===== config.mk =====
export PLATFORM = sky130hd
export DESIGN_NAME = axi4s_slice_top
export DESIGN_NICKNAME = d
export VERILOG_FILES = /design/src/design/axi4s_pkg.sv /design/src/design/axi4s_intf.sv /design/src/design/util_pipe.sv /design/src/design/axi4s_reg_slice.sv /design/src/design/axi4s_slice_top.sv
export VERILOG_INCLUDE_DIRS = /design/src /design/src/design
export SDC_FILE = /design/constraint.sdc
export NUM_CORES = 1
export LEC_CHECK = 0
export BUFFER_PORTS_ARGS = -buffer_cell sky130_fd_sc_hd__buf_4
export CAP_MARGIN = 30
export CORE_ASPECT_RATIO = 0.9
export CORE_UTILIZATION = 59
export DETAILED_ROUTE_END_ITERATION = 10
export PLACE_DENSITY_LB_ADDON = 0.12
export SLEW_MARGIN = 0
export SYNTH_ARGS = -nofsm -noshare
export SYNTH_HDL_FRONTEND = slang
export SYNTH_SLANG_ARGS = --single-unit
export TNS_END_PERCENT = 1

===== constraint.sdc =====
create_clock -name aclk -period 1.2 [get_ports aclk]
set_clock_uncertainty 0.1 [all_clocks]
set_input_delay 0 -clock aclk [delete_from_list [all_inputs] [get_ports aclk]]
set_output_delay 0 -clock aclk [all_outputs]
set_load 0.05 [all_outputs]

===== src/design/axis_defines.svh =====
`ifndef AXIS_DEFINES_SVH
`define AXIS_DEFINES_SVH

// stream geometry shared by the package, the interface and the slices

// bytes per beat, tdata is eight times this and tkeep has one bit per byte
`define AXIS_DATA_BYTE_WID 8

// sideband widths
`define AXIS_TID_WID 4
`define AXIS_TDEST_WID 4
`define AXIS_TUSER_WID 8

`endif


===== src/design/axi4s_pkg.sv =====
`default_nettype none

`include "axis_defines.svh"

package axi4s_pkg;

    // storage structure of a register slice
    typedef enum logic [1:0] {
        REG_SLICE_BYPASS,
        REG_SLICE_FORWARD,
        REG_SLICE_REVERSE,
        REG_SLICE_FULL
    } reg_slice_config_t;

    typedef logic [`AXIS_TID_WID-1:0]   tid_t;
    typedef logic [`AXIS_TDEST_WID-1:0] tdest_t;
    typedef logic [`AXIS_TUSER_WID-1:0] tuser_t;

    // cycles by which a slice delays the reset it hands downstream
    function automatic int reset_pipe_stages(input reg_slice_config_t cfg);
        case (cfg)
            REG_SLICE_BYPASS : return 0;
            default          : return 1;
        endcase
    endfunction

endpackage : axi4s_pkg

`default_nettype wire


===== src/design/axi4s_intf.sv =====
`timescale 1ns/1ps
`default_nettype none

`include "axis_defines.svh"

interface axi4s_intf #(
    parameter type TID_T   = logic,
    parameter type TDEST_T = logic,
    parameter type TUSER_T = logic
) ();

    // clock and reset travel with the stream so each stage can delay the reset
    logic aclk;
    logic aresetn;

    logic tvalid;
    logic tready;

    logic [`AXIS_DATA_BYTE_WID*8-1:0] tdata;
    logic [`AXIS_DATA_BYTE_WID-1:0]   tkeep;
    logic                             tlast;
    TID_T                             tid;
    TDEST_T                           tdest;
    TUSER_T                           tuser;

    modport tx (
        output aclk,
        output aresetn,
        output tvalid,
        input  tready,
        output tdata,
        output tkeep,
        output tlast,
        output tid,
        output tdest,
        output tuser
    );

    modport rx (
        input  aclk,
        input  aresetn,
        input  tvalid,
        output tready,
        input  tdata,
        input  tkeep,
        input  tlast,
        input  tid,
        input  tdest,
        input  tuser
    );

endinterface : axi4s_intf

`default_nettype wire


===== src/design/util_pipe.sv =====
`timescale 1ns/1ps
`default_nettype none

module util_pipe #(
    parameter type   DATA_T      = logic,
    parameter int    PIPE_STAGES = 1,
    parameter DATA_T RESET_VALUE = '0
) (
    input  logic  clk,
    input  logic  rst_n,
    input  DATA_T data_in,
    output DATA_T data_out
);

    generate
        if (PIPE_STAGES == 0) begin : g_wire
            assign data_out = data_in;
        end else begin : g_regs
            DATA_T stage_q [PIPE_STAGES];

            // tie rst_n high when the pipeline needs no reset
            always_ff @(posedge clk or negedge rst_n) begin
                if (!rst_n) begin
                    for (int i = 0; i < PIPE_STAGES; i++) begin
                        stage_q[i] <= RESET_VALUE;
                    end
                end else begin
                    stage_q[0] <= data_in;
                    for (int i = 1; i < PIPE_STAGES; i++) begin
                        stage_q[i] <= stage_q[i-1];
                    end
                end
            end

            assign data_out = stage_q[PIPE_STAGES-1];
        end
    endgenerate

endmodule : util_pipe

`default_nettype wire


===== src/design/axi4s_reg_slice.sv =====
`timescale 1ns/1ps
`default_nettype none

`include "axis_defines.svh"

module axi4s_reg_slice #(
    parameter type TID_T   = logic,
    parameter type TDEST_T = logic,
    parameter type TUSER_T = logic,
    parameter axi4s_pkg::reg_slice_config_t CONFIG = axi4s_pkg::REG_SLICE_FULL
) (
    axi4s_intf.rx axi4s_from_tx,
    axi4s_intf.tx axi4s_to_rx
);

    // all payload fields move as one word through every storage variant
    typedef struct packed {
        logic [`AXIS_DATA_BYTE_WID*8-1:0] tdata;
        logic [`AXIS_DATA_BYTE_WID-1:0]   tkeep;
        logic                             tlast;
        TID_T                             tid;
        TDEST_T                           tdest;
        TUSER_T                           tuser;
    } beat_t;

    logic  clk;
    logic  out_rst_n;
    beat_t in_beat;
    beat_t out_beat;

    assign clk = axi4s_from_tx.aclk;
    assign axi4s_to_rx.aclk = clk;

    // assertion is asynchronous, release waits for the pipeline to fill with ones
    util_pipe #(
        .DATA_T      ( logic ),
        .PIPE_STAGES ( axi4s_pkg::reset_pipe_stages(CONFIG) ),
        .RESET_VALUE ( 1'b0 )
    ) i_util_pipe_aresetn (
        .clk      ( clk ),
        .rst_n    ( axi4s_from_tx.aresetn ),
        .data_in  ( axi4s_from_tx.aresetn ),
        .data_out ( out_rst_n )
    );

    assign axi4s_to_rx.aresetn = out_rst_n;

    assign in_beat = '{
        tdata : axi4s_from_tx.tdata,
        tkeep : axi4s_from_tx.tkeep,
        tlast : axi4s_from_tx.tlast,
        tid   : axi4s_from_tx.tid,
        tdest : axi4s_from_tx.tdest,
        tuser : axi4s_from_tx.tuser
    };

    assign axi4s_to_rx.tdata = out_beat.tdata;
    assign axi4s_to_rx.tkeep = out_beat.tkeep;
    assign axi4s_to_rx.tlast = out_beat.tlast;
    assign axi4s_to_rx.tid   = out_beat.tid;
    assign axi4s_to_rx.tdest = out_beat.tdest;
    assign axi4s_to_rx.tuser = out_beat.tuser;

    generate
        case (CONFIG)
            axi4s_pkg::REG_SLICE_BYPASS: begin : g_bypass
                assign axi4s_to_rx.tvalid   = axi4s_from_tx.tvalid;
                assign axi4s_from_tx.tready = axi4s_to_rx.tready;
                assign out_beat             = in_beat;
            end

            axi4s_pkg::REG_SLICE_FORWARD: begin : g_forward
                logic  valid_q;
                beat_t beat_q;
                logic  load;

                // the register may take a new beat whenever it empties this cycle
                assign load = !valid_q || axi4s_to_rx.tready;

                always_ff @(posedge clk or negedge out_rst_n) begin
                    if (!out_rst_n) begin
                        valid_q <= 1'b0;
                    end else if (load) begin
                        valid_q <= axi4s_from_tx.tvalid;
                    end
                end

                always_ff @(posedge clk) begin
                    if (load && axi4s_from_tx.tvalid) begin
                        beat_q <= in_beat;
                    end
                end

                assign axi4s_from_tx.tready = load;
                assign axi4s_to_rx.tvalid   = valid_q;
                assign out_beat             = beat_q;
            end

            axi4s_pkg::REG_SLICE_REVERSE: begin : g_reverse
                logic  skid_valid_q;
                logic  ready_q;
                beat_t skid_q;
                logic  in_xfer;

                assign in_xfer = axi4s_from_tx.tvalid && ready_q;

                always_ff @(posedge clk or negedge out_rst_n) begin
                    if (!out_rst_n) begin
                        skid_valid_q <= 1'b0;
                        ready_q      <= 1'b0;
                    end else if (skid_valid_q) begin
                        if (axi4s_to_rx.tready) begin
                            skid_valid_q <= 1'b0;
                            ready_q      <= 1'b1;
                        end
                    end else if (in_xfer && !axi4s_to_rx.tready) begin
                        skid_valid_q <= 1'b1;
                        ready_q      <= 1'b0;
                    end else begin
                        ready_q <= 1'b1;
                    end
                end

                always_ff @(posedge clk) begin
                    if (!skid_valid_q && in_xfer) begin
                        skid_q <= in_beat;
                    end
                end

                // while the skid entry is empty the beat flows straight through
                assign axi4s_from_tx.tready = ready_q;
                assign axi4s_to_rx.tvalid   = skid_valid_q || in_xfer;
                assign out_beat             = skid_valid_q ? skid_q : in_beat;
            end

            default: begin : g_full
                logic  main_valid_q;
                logic  spare_valid_q;
                logic  ready_q;
                beat_t main_q;
                beat_t spare_q;
                logic  in_xfer;
                logic  main_free;

                assign in_xfer   = axi4s_from_tx.tvalid && ready_q;
                assign main_free = !main_valid_q || axi4s_to_rx.tready;

                // the spare only fills when the main register is stalled
                always_ff @(posedge clk or negedge out_rst_n) begin
                    if (!out_rst_n) begin
                        main_valid_q  <= 1'b0;
                        spare_valid_q <= 1'b0;
                        ready_q       <= 1'b0;
                    end else if (main_free) begin
                        main_valid_q  <= spare_valid_q || in_xfer;
                        spare_valid_q <= 1'b0;
                        ready_q       <= 1'b1;
                    end else if (in_xfer) begin
                        spare_valid_q <= 1'b1;
                        ready_q       <= 1'b0;
                    end
                end

                always_ff @(posedge clk) begin
                    if (main_free) begin
                        main_q <= spare_valid_q ? spare_q : in_beat;
                    end else if (in_xfer) begin
                        spare_q <= in_beat;
                    end
                end

                assign axi4s_from_tx.tready = ready_q;
                assign axi4s_to_rx.tvalid   = main_valid_q;
                assign out_beat             = main_q;

                a_full_no_ready: assert property (
                    @(posedge clk) disable iff (!out_rst_n)
                    main_valid_q && spare_valid_q |-> !axi4s_from_tx.tready
                );
            end
        endcase

        // in bypass the output follows the upstream sender directly
        if (CONFIG != axi4s_pkg::REG_SLICE_BYPASS) begin : g_checks
            a_no_valid_in_reset: assert property (
                @(posedge clk) !out_rst_n |-> !axi4s_to_rx.tvalid
            );

            a_stall_stable: assert property (
                @(posedge clk) disable iff (!out_rst_n)
                axi4s_to_rx.tvalid && !axi4s_to_rx.tready
                    |=> axi4s_to_rx.tvalid && $stable(out_beat)
            );
        end
    endgenerate

endmodule : axi4s_reg_slice

`default_nettype wire


===== src/design/axi4s_slice_top.sv =====
`timescale 1ns/1ps
`default_nettype none

`include "axis_defines.svh"

module axi4s_slice_top (
    input  logic                             aclk,
    input  logic                             rst_n,

    input  logic                             s_tvalid,
    output logic                             s_tready,
    input  logic [`AXIS_DATA_BYTE_WID*8-1:0] s_tdata,
    input  logic [`AXIS_DATA_BYTE_WID-1:0]   s_tkeep,
    input  logic                             s_tlast,
    input  axi4s_pkg::tid_t                  s_tid,
    input  axi4s_pkg::tdest_t                s_tdest,
    input  axi4s_pkg::tuser_t                s_tuser,

    output logic                             m_tvalid,
    input  logic                             m_tready,
    output logic [`AXIS_DATA_BYTE_WID*8-1:0] m_tdata,
    output logic [`AXIS_DATA_BYTE_WID-1:0]   m_tkeep,
    output logic                             m_tlast,
    output axi4s_pkg::tid_t                  m_tid,
    output axi4s_pkg::tdest_t                m_tdest,
    output axi4s_pkg::tuser_t                m_tuser,
    output logic                             m_rst_n
);

    axi4s_intf #(
        .TID_T   ( axi4s_pkg::tid_t ),
        .TDEST_T ( axi4s_pkg::tdest_t ),
        .TUSER_T ( axi4s_pkg::tuser_t )
    ) i_axis_in ();

    axi4s_intf #(
        .TID_T   ( axi4s_pkg::tid_t ),
        .TDEST_T ( axi4s_pkg::tdest_t ),
        .TUSER_T ( axi4s_pkg::tuser_t )
    ) i_axis_mid ();

    axi4s_intf #(
        .TID_T   ( axi4s_pkg::tid_t ),
        .TDEST_T ( axi4s_pkg::tdest_t ),
        .TUSER_T ( axi4s_pkg::tuser_t )
    ) i_axis_out ();

    assign i_axis_in.aclk    = aclk;
    assign i_axis_in.aresetn = rst_n;
    assign i_axis_in.tvalid  = s_tvalid;
    assign i_axis_in.tdata   = s_tdata;
    assign i_axis_in.tkeep   = s_tkeep;
    assign i_axis_in.tlast   = s_tlast;
    assign i_axis_in.tid     = s_tid;
    assign i_axis_in.tdest   = s_tdest;
    assign i_axis_in.tuser   = s_tuser;
    assign s_tready          = i_axis_in.tready;

    // ingress decouples both directions, egress only retimes valid and payload
    axi4s_reg_slice #(
        .TID_T   ( axi4s_pkg::tid_t ),
        .TDEST_T ( axi4s_pkg::tdest_t ),
        .TUSER_T ( axi4s_pkg::tuser_t ),
        .CONFIG  ( axi4s_pkg::REG_SLICE_FULL )
    ) i_ingress_slice (
        .axi4s_from_tx ( i_axis_in ),
        .axi4s_to_rx   ( i_axis_mid )
    );

    axi4s_reg_slice #(
        .TID_T   ( axi4s_pkg::tid_t ),
        .TDEST_T ( axi4s_pkg::tdest_t ),
        .TUSER_T ( axi4s_pkg::tuser_t ),
        .CONFIG  ( axi4s_pkg::REG_SLICE_FORWARD )
    ) i_egress_slice (
        .axi4s_from_tx ( i_axis_mid ),
        .axi4s_to_rx   ( i_axis_out )
    );

    assign m_tvalid          = i_axis_out.tvalid;
    assign i_axis_out.tready = m_tready;
    assign m_tdata           = i_axis_out.tdata;
    assign m_tkeep           = i_axis_out.tkeep;
    assign m_tlast           = i_axis_out.tlast;
    assign m_tid             = i_axis_out.tid;
    assign m_tdest           = i_axis_out.tdest;
    assign m_tuser           = i_axis_out.tuser;
    assign m_rst_n           = i_axis_out.aresetn;

endmodule : axi4s_slice_top

`default_nettype wire


==> metrics.csv <==
metric,value,unit
synth-seq-area-share,83.7,%
timing.rr.end,i_ingress_slice.g_full.spare_q[35],
io_buffers,184,
yosysUniqueCellTypes,13,
die_h,124,um
critPathBufInv,2,
crit_chain,nand3b_1 -> nor2_4 -> buf_12 -> clkbuf_16,
ys_warn_count,0,
htreeDepth,1,
fin_nets,799,
setup_viol,376,
r2r_cells,4,
outcome,"finished, violations left",
cp-end-kind,flip-flop,
drc,0,
r2r_slack,-0.29,ns
path_max_fanout,15,
synth-seq-cells,273,
start_util,60.5,%
fin_area,13700,sq um
antenna_found_initial,1,
final_util,85.1,%
pwr-share-seq,49.5,%
postLayoutSetupSlackWorst,-0.288,ns
syn_inst,383,
clock.fmax,0.672,GHz
hpwl,10.8,mm
syn-num-nets,476,
first_iter_violations,183,
cap_violations,0,
insertion_delay,0.52,ns
relSlewSlack,84.0,%
coreArea,16100,sq um
io_pins,185,
violations,"hold timing, setup timing",
r2r-start,i_egress_slice.axi4s_to_rx.tvalid,
dieArea,17000,sq um
syn_to_final_growth,40.8,%
required,1.32,ns
period_share,124,%
final_common_cell,edfxtp_1,
worst-setup-path-type,flip-flop to flip-flop,
grt_use_total,21.4,%
p_clk_share,31.5,%
layout_common_cells,"267 x edfxtp_1, 106 x buf_4, 94 x dlygate4sd3_1, 89 x mux2_4, 88 x buf_6",
synth_area,9750,sq um
grt_max_degree,33,
ant_nets,0,
critPathTopFamily,simple AND/OR/NAND/NOR gates,
grt_pass1_wl,26.6,mm
start_kind,flip-flop,
clock_sinks,273,
worstHoldPathType,flip-flop to async pin,
switching_share,26.1,%
ff_latch_area,8170,sq um
cts_tree,built,
fp-row-count,44,
maxSlewViolCount,0,
die_w,138,um
leakage,5.29,nW
placed_cells,787,
nFillCells,700,
multi_input_area,1400,sq um
drive_above_1_share,47.2,%
clkTransAtPathRegs,0.06,ns
cts_buffers,26,
powerDensity,1820,nW/um^2
whs,-0.00662,ns
worstPathArrival,1.61,ns
routedWlPerCell,20.4,um
slowest_stage,dfrtp_2,
gp_congestion,0.744,
p_sw,6.52,mW
dr_total_vias,4752,
post-route-min-period,1.49,ns
tightest_slew,0.240,ns
dr.pass1.iters,4,
placed_cell_area,11500,sq um
rsz0062_at_grt,yes,
clock_path_buffers,3,
ir_worst_vdd,0.00174,V
grt_overflow_total,0,
hold_viol,4,
vias_per_cell,5.10,
fin_cells,932,
cpPeakStageDelay,0.38,ns
synth_area_per_cell,25.5,sq um
dp_slack,-0.285,ns
cts_root_buffer,clkbuf_16,
grt_pass1_vias,4875,
p_int,18.5,mW
combPwrFrac,19.0,%
wl,19.0,mm
==> flip-flops by register name, summed over array words and instances (netlist names) <==
register and flops:
i_ingress_slice.axi4s_from_tx.tready 1, i_ingress_slice.axi4s_to_rx.tlast 1, i_egress_slice.axi4s_to_rx.tlast 1, i_ingress_slice.g_full.spare_valid_q 1, i_ingress_slice.g_full.spare_q 89, i_egress_slice.axi4s_to_rx.tdata 64, i_egress_slice.axi4s_to_rx.tid 4, i_ingress_slice.axi4s_to_rx.tkeep 8
i_ingress_slice.axi4s_to_rx.tdata 64, i_egress_slice.axi4s_to_rx.tdest 4, i_egress_slice.axi4s_to_rx.tkeep 8, i_egress_slice.axi4s_to_rx.tvalid 1, i_ingress_slice.axi4s_to_rx.tvalid 1, i_ingress_slice.axi4s_to_rx.tid 4, i_egress_slice.i_util_pipe_aresetn.data_out 1, i_egress_slice.axi4s_to_rx.tuser 8
i_ingress_slice.axi4s_to_rx.tdest 4, i_ingress_slice.i_util_pipe_aresetn.data_out 1, i_ingress_slice.axi4s_to_rx.tuser 8
==> logic make-up (layout without fill, tap and decap cells) <==
family | after synthesis | in the layout | share of synthesized area (%)
flops | 273 | 273 | 83.7
mux | 89 | 89 | 13.7
buf+inv | 11 | 352 | 2.00
simple gates | 8 | 8 | 0.423
compound gates | 2 | 2 | 0.128
other cells | 0 | 1 | 0
==> worst reg2reg max path: stages (launching register included) <==
cell       delay [ns]
dfrtp_2          0.38
nand3b_1         0.18
nor2_4           0.21
buf_12           0.15
clkbuf_16        0.18
==> repair_timing <==
action,in CTS,in global routing
endpoints found under the hold margin,185,0
endpoints found under the setup margin,401,438
hold buffers,94,0
resized for setup,45,49
pin swaps,0,3
setup buffers,0,2
gates cloned,0,2
==> worst max-delay path by stage <==
stage | start | endpoint | slack (ns) | depth (start not counted)
6_report | i_egress_slice.axi4s_to_rx.tvalid | i_ingress_slice.g_full.spare_q[35] | -0.29 | 4
5_1_grt | i_egress_slice.axi4s_to_rx.tvalid | i_ingress_slice.g_full.spare_q[40] | -0.35 | 4
4_1_cts | i_egress_slice.axi4s_to_rx.tvalid | i_ingress_slice.g_full.spare_q[40] | -0.27 | 3
3_5_place_dp | i_egress_slice.axi4s_to_rx.tvalid | i_ingress_slice.g_full.spare_q[86] | -0.29 | 3
3_3_place_gp | i_egress_slice.axi4s_to_rx.tvalid | i_ingress_slice.g_full.spare_q[41] | -0.22 | 3
2_1_floorplan | i_egress_slice.axi4s_to_rx.tvalid | i_ingress_slice.g_full.spare_q[0] | -6.83 | 2
==> power groups by stage <==
stage	Combinational, mW	Clock [mW]	Sequential (mW)
detailed placement	4.16	0	12.5
CTS	4.55	7.93	12.3
global placement	4.09	0	12.4
global route	4.94	8.36	12.5
finish	4.75	7.87	12.4
floorplan	1.14	0	14.1
==> synth_stat cells, drive strengths merged <==
| cell type | instances | area (sq um) |
|---|---|---|
| nor2 | 2 | 7.51 |
| mux2 | 89 | 1340 |
| a21o | 1 | 7.51 |
| buf | 10 | 191 |
| nand3b | 1 | 7.51 |
| and2 | 1 | 6.26 |
| edfxtp | 267 | 8020 |
| nand2b | 2 | 12.5 |
| inv | 1 | 3.75 |
| nand2 | 2 | 7.51 |
| a21oi | 1 | 5.00 |
| dfrtp | 6 | 150 |
==> final cells by class <==
cell class	count	area share, %
clock inverters	14	0.875
diodes	1	0.0182
flip-flops and latches	273	59.5
repair buffers	305	22.4
multi-input cells	99	10.2
well taps	207	1.89
clock buffers	32	5.06
inverters	1	0.0273
==> metrics by stage <==
step | total power [mW] | setup TNS (ns)
global route | 25.8 | -91.97
detailed placement | 16.6 | -73.60
CTS | 24.8 | -73.21
floorplan | 15.2 | -1042.13
finish | 25.0 | -74.66
global placement | 16.5 | -61.24
==> metal layers <==
layer / up-vias / global-route usage [%] / part of all wire [%]
met5: - / 0 / 0
met4: 0 / 6.11 / 2.4
met3: 31 / 4.84 / 6.3
met2: 172 / 36.8 / 52
met1: 2367 / 27.4 / 39
li1: 2182 / - / -
Note: power is estimated with default switching activity, not from simulation.
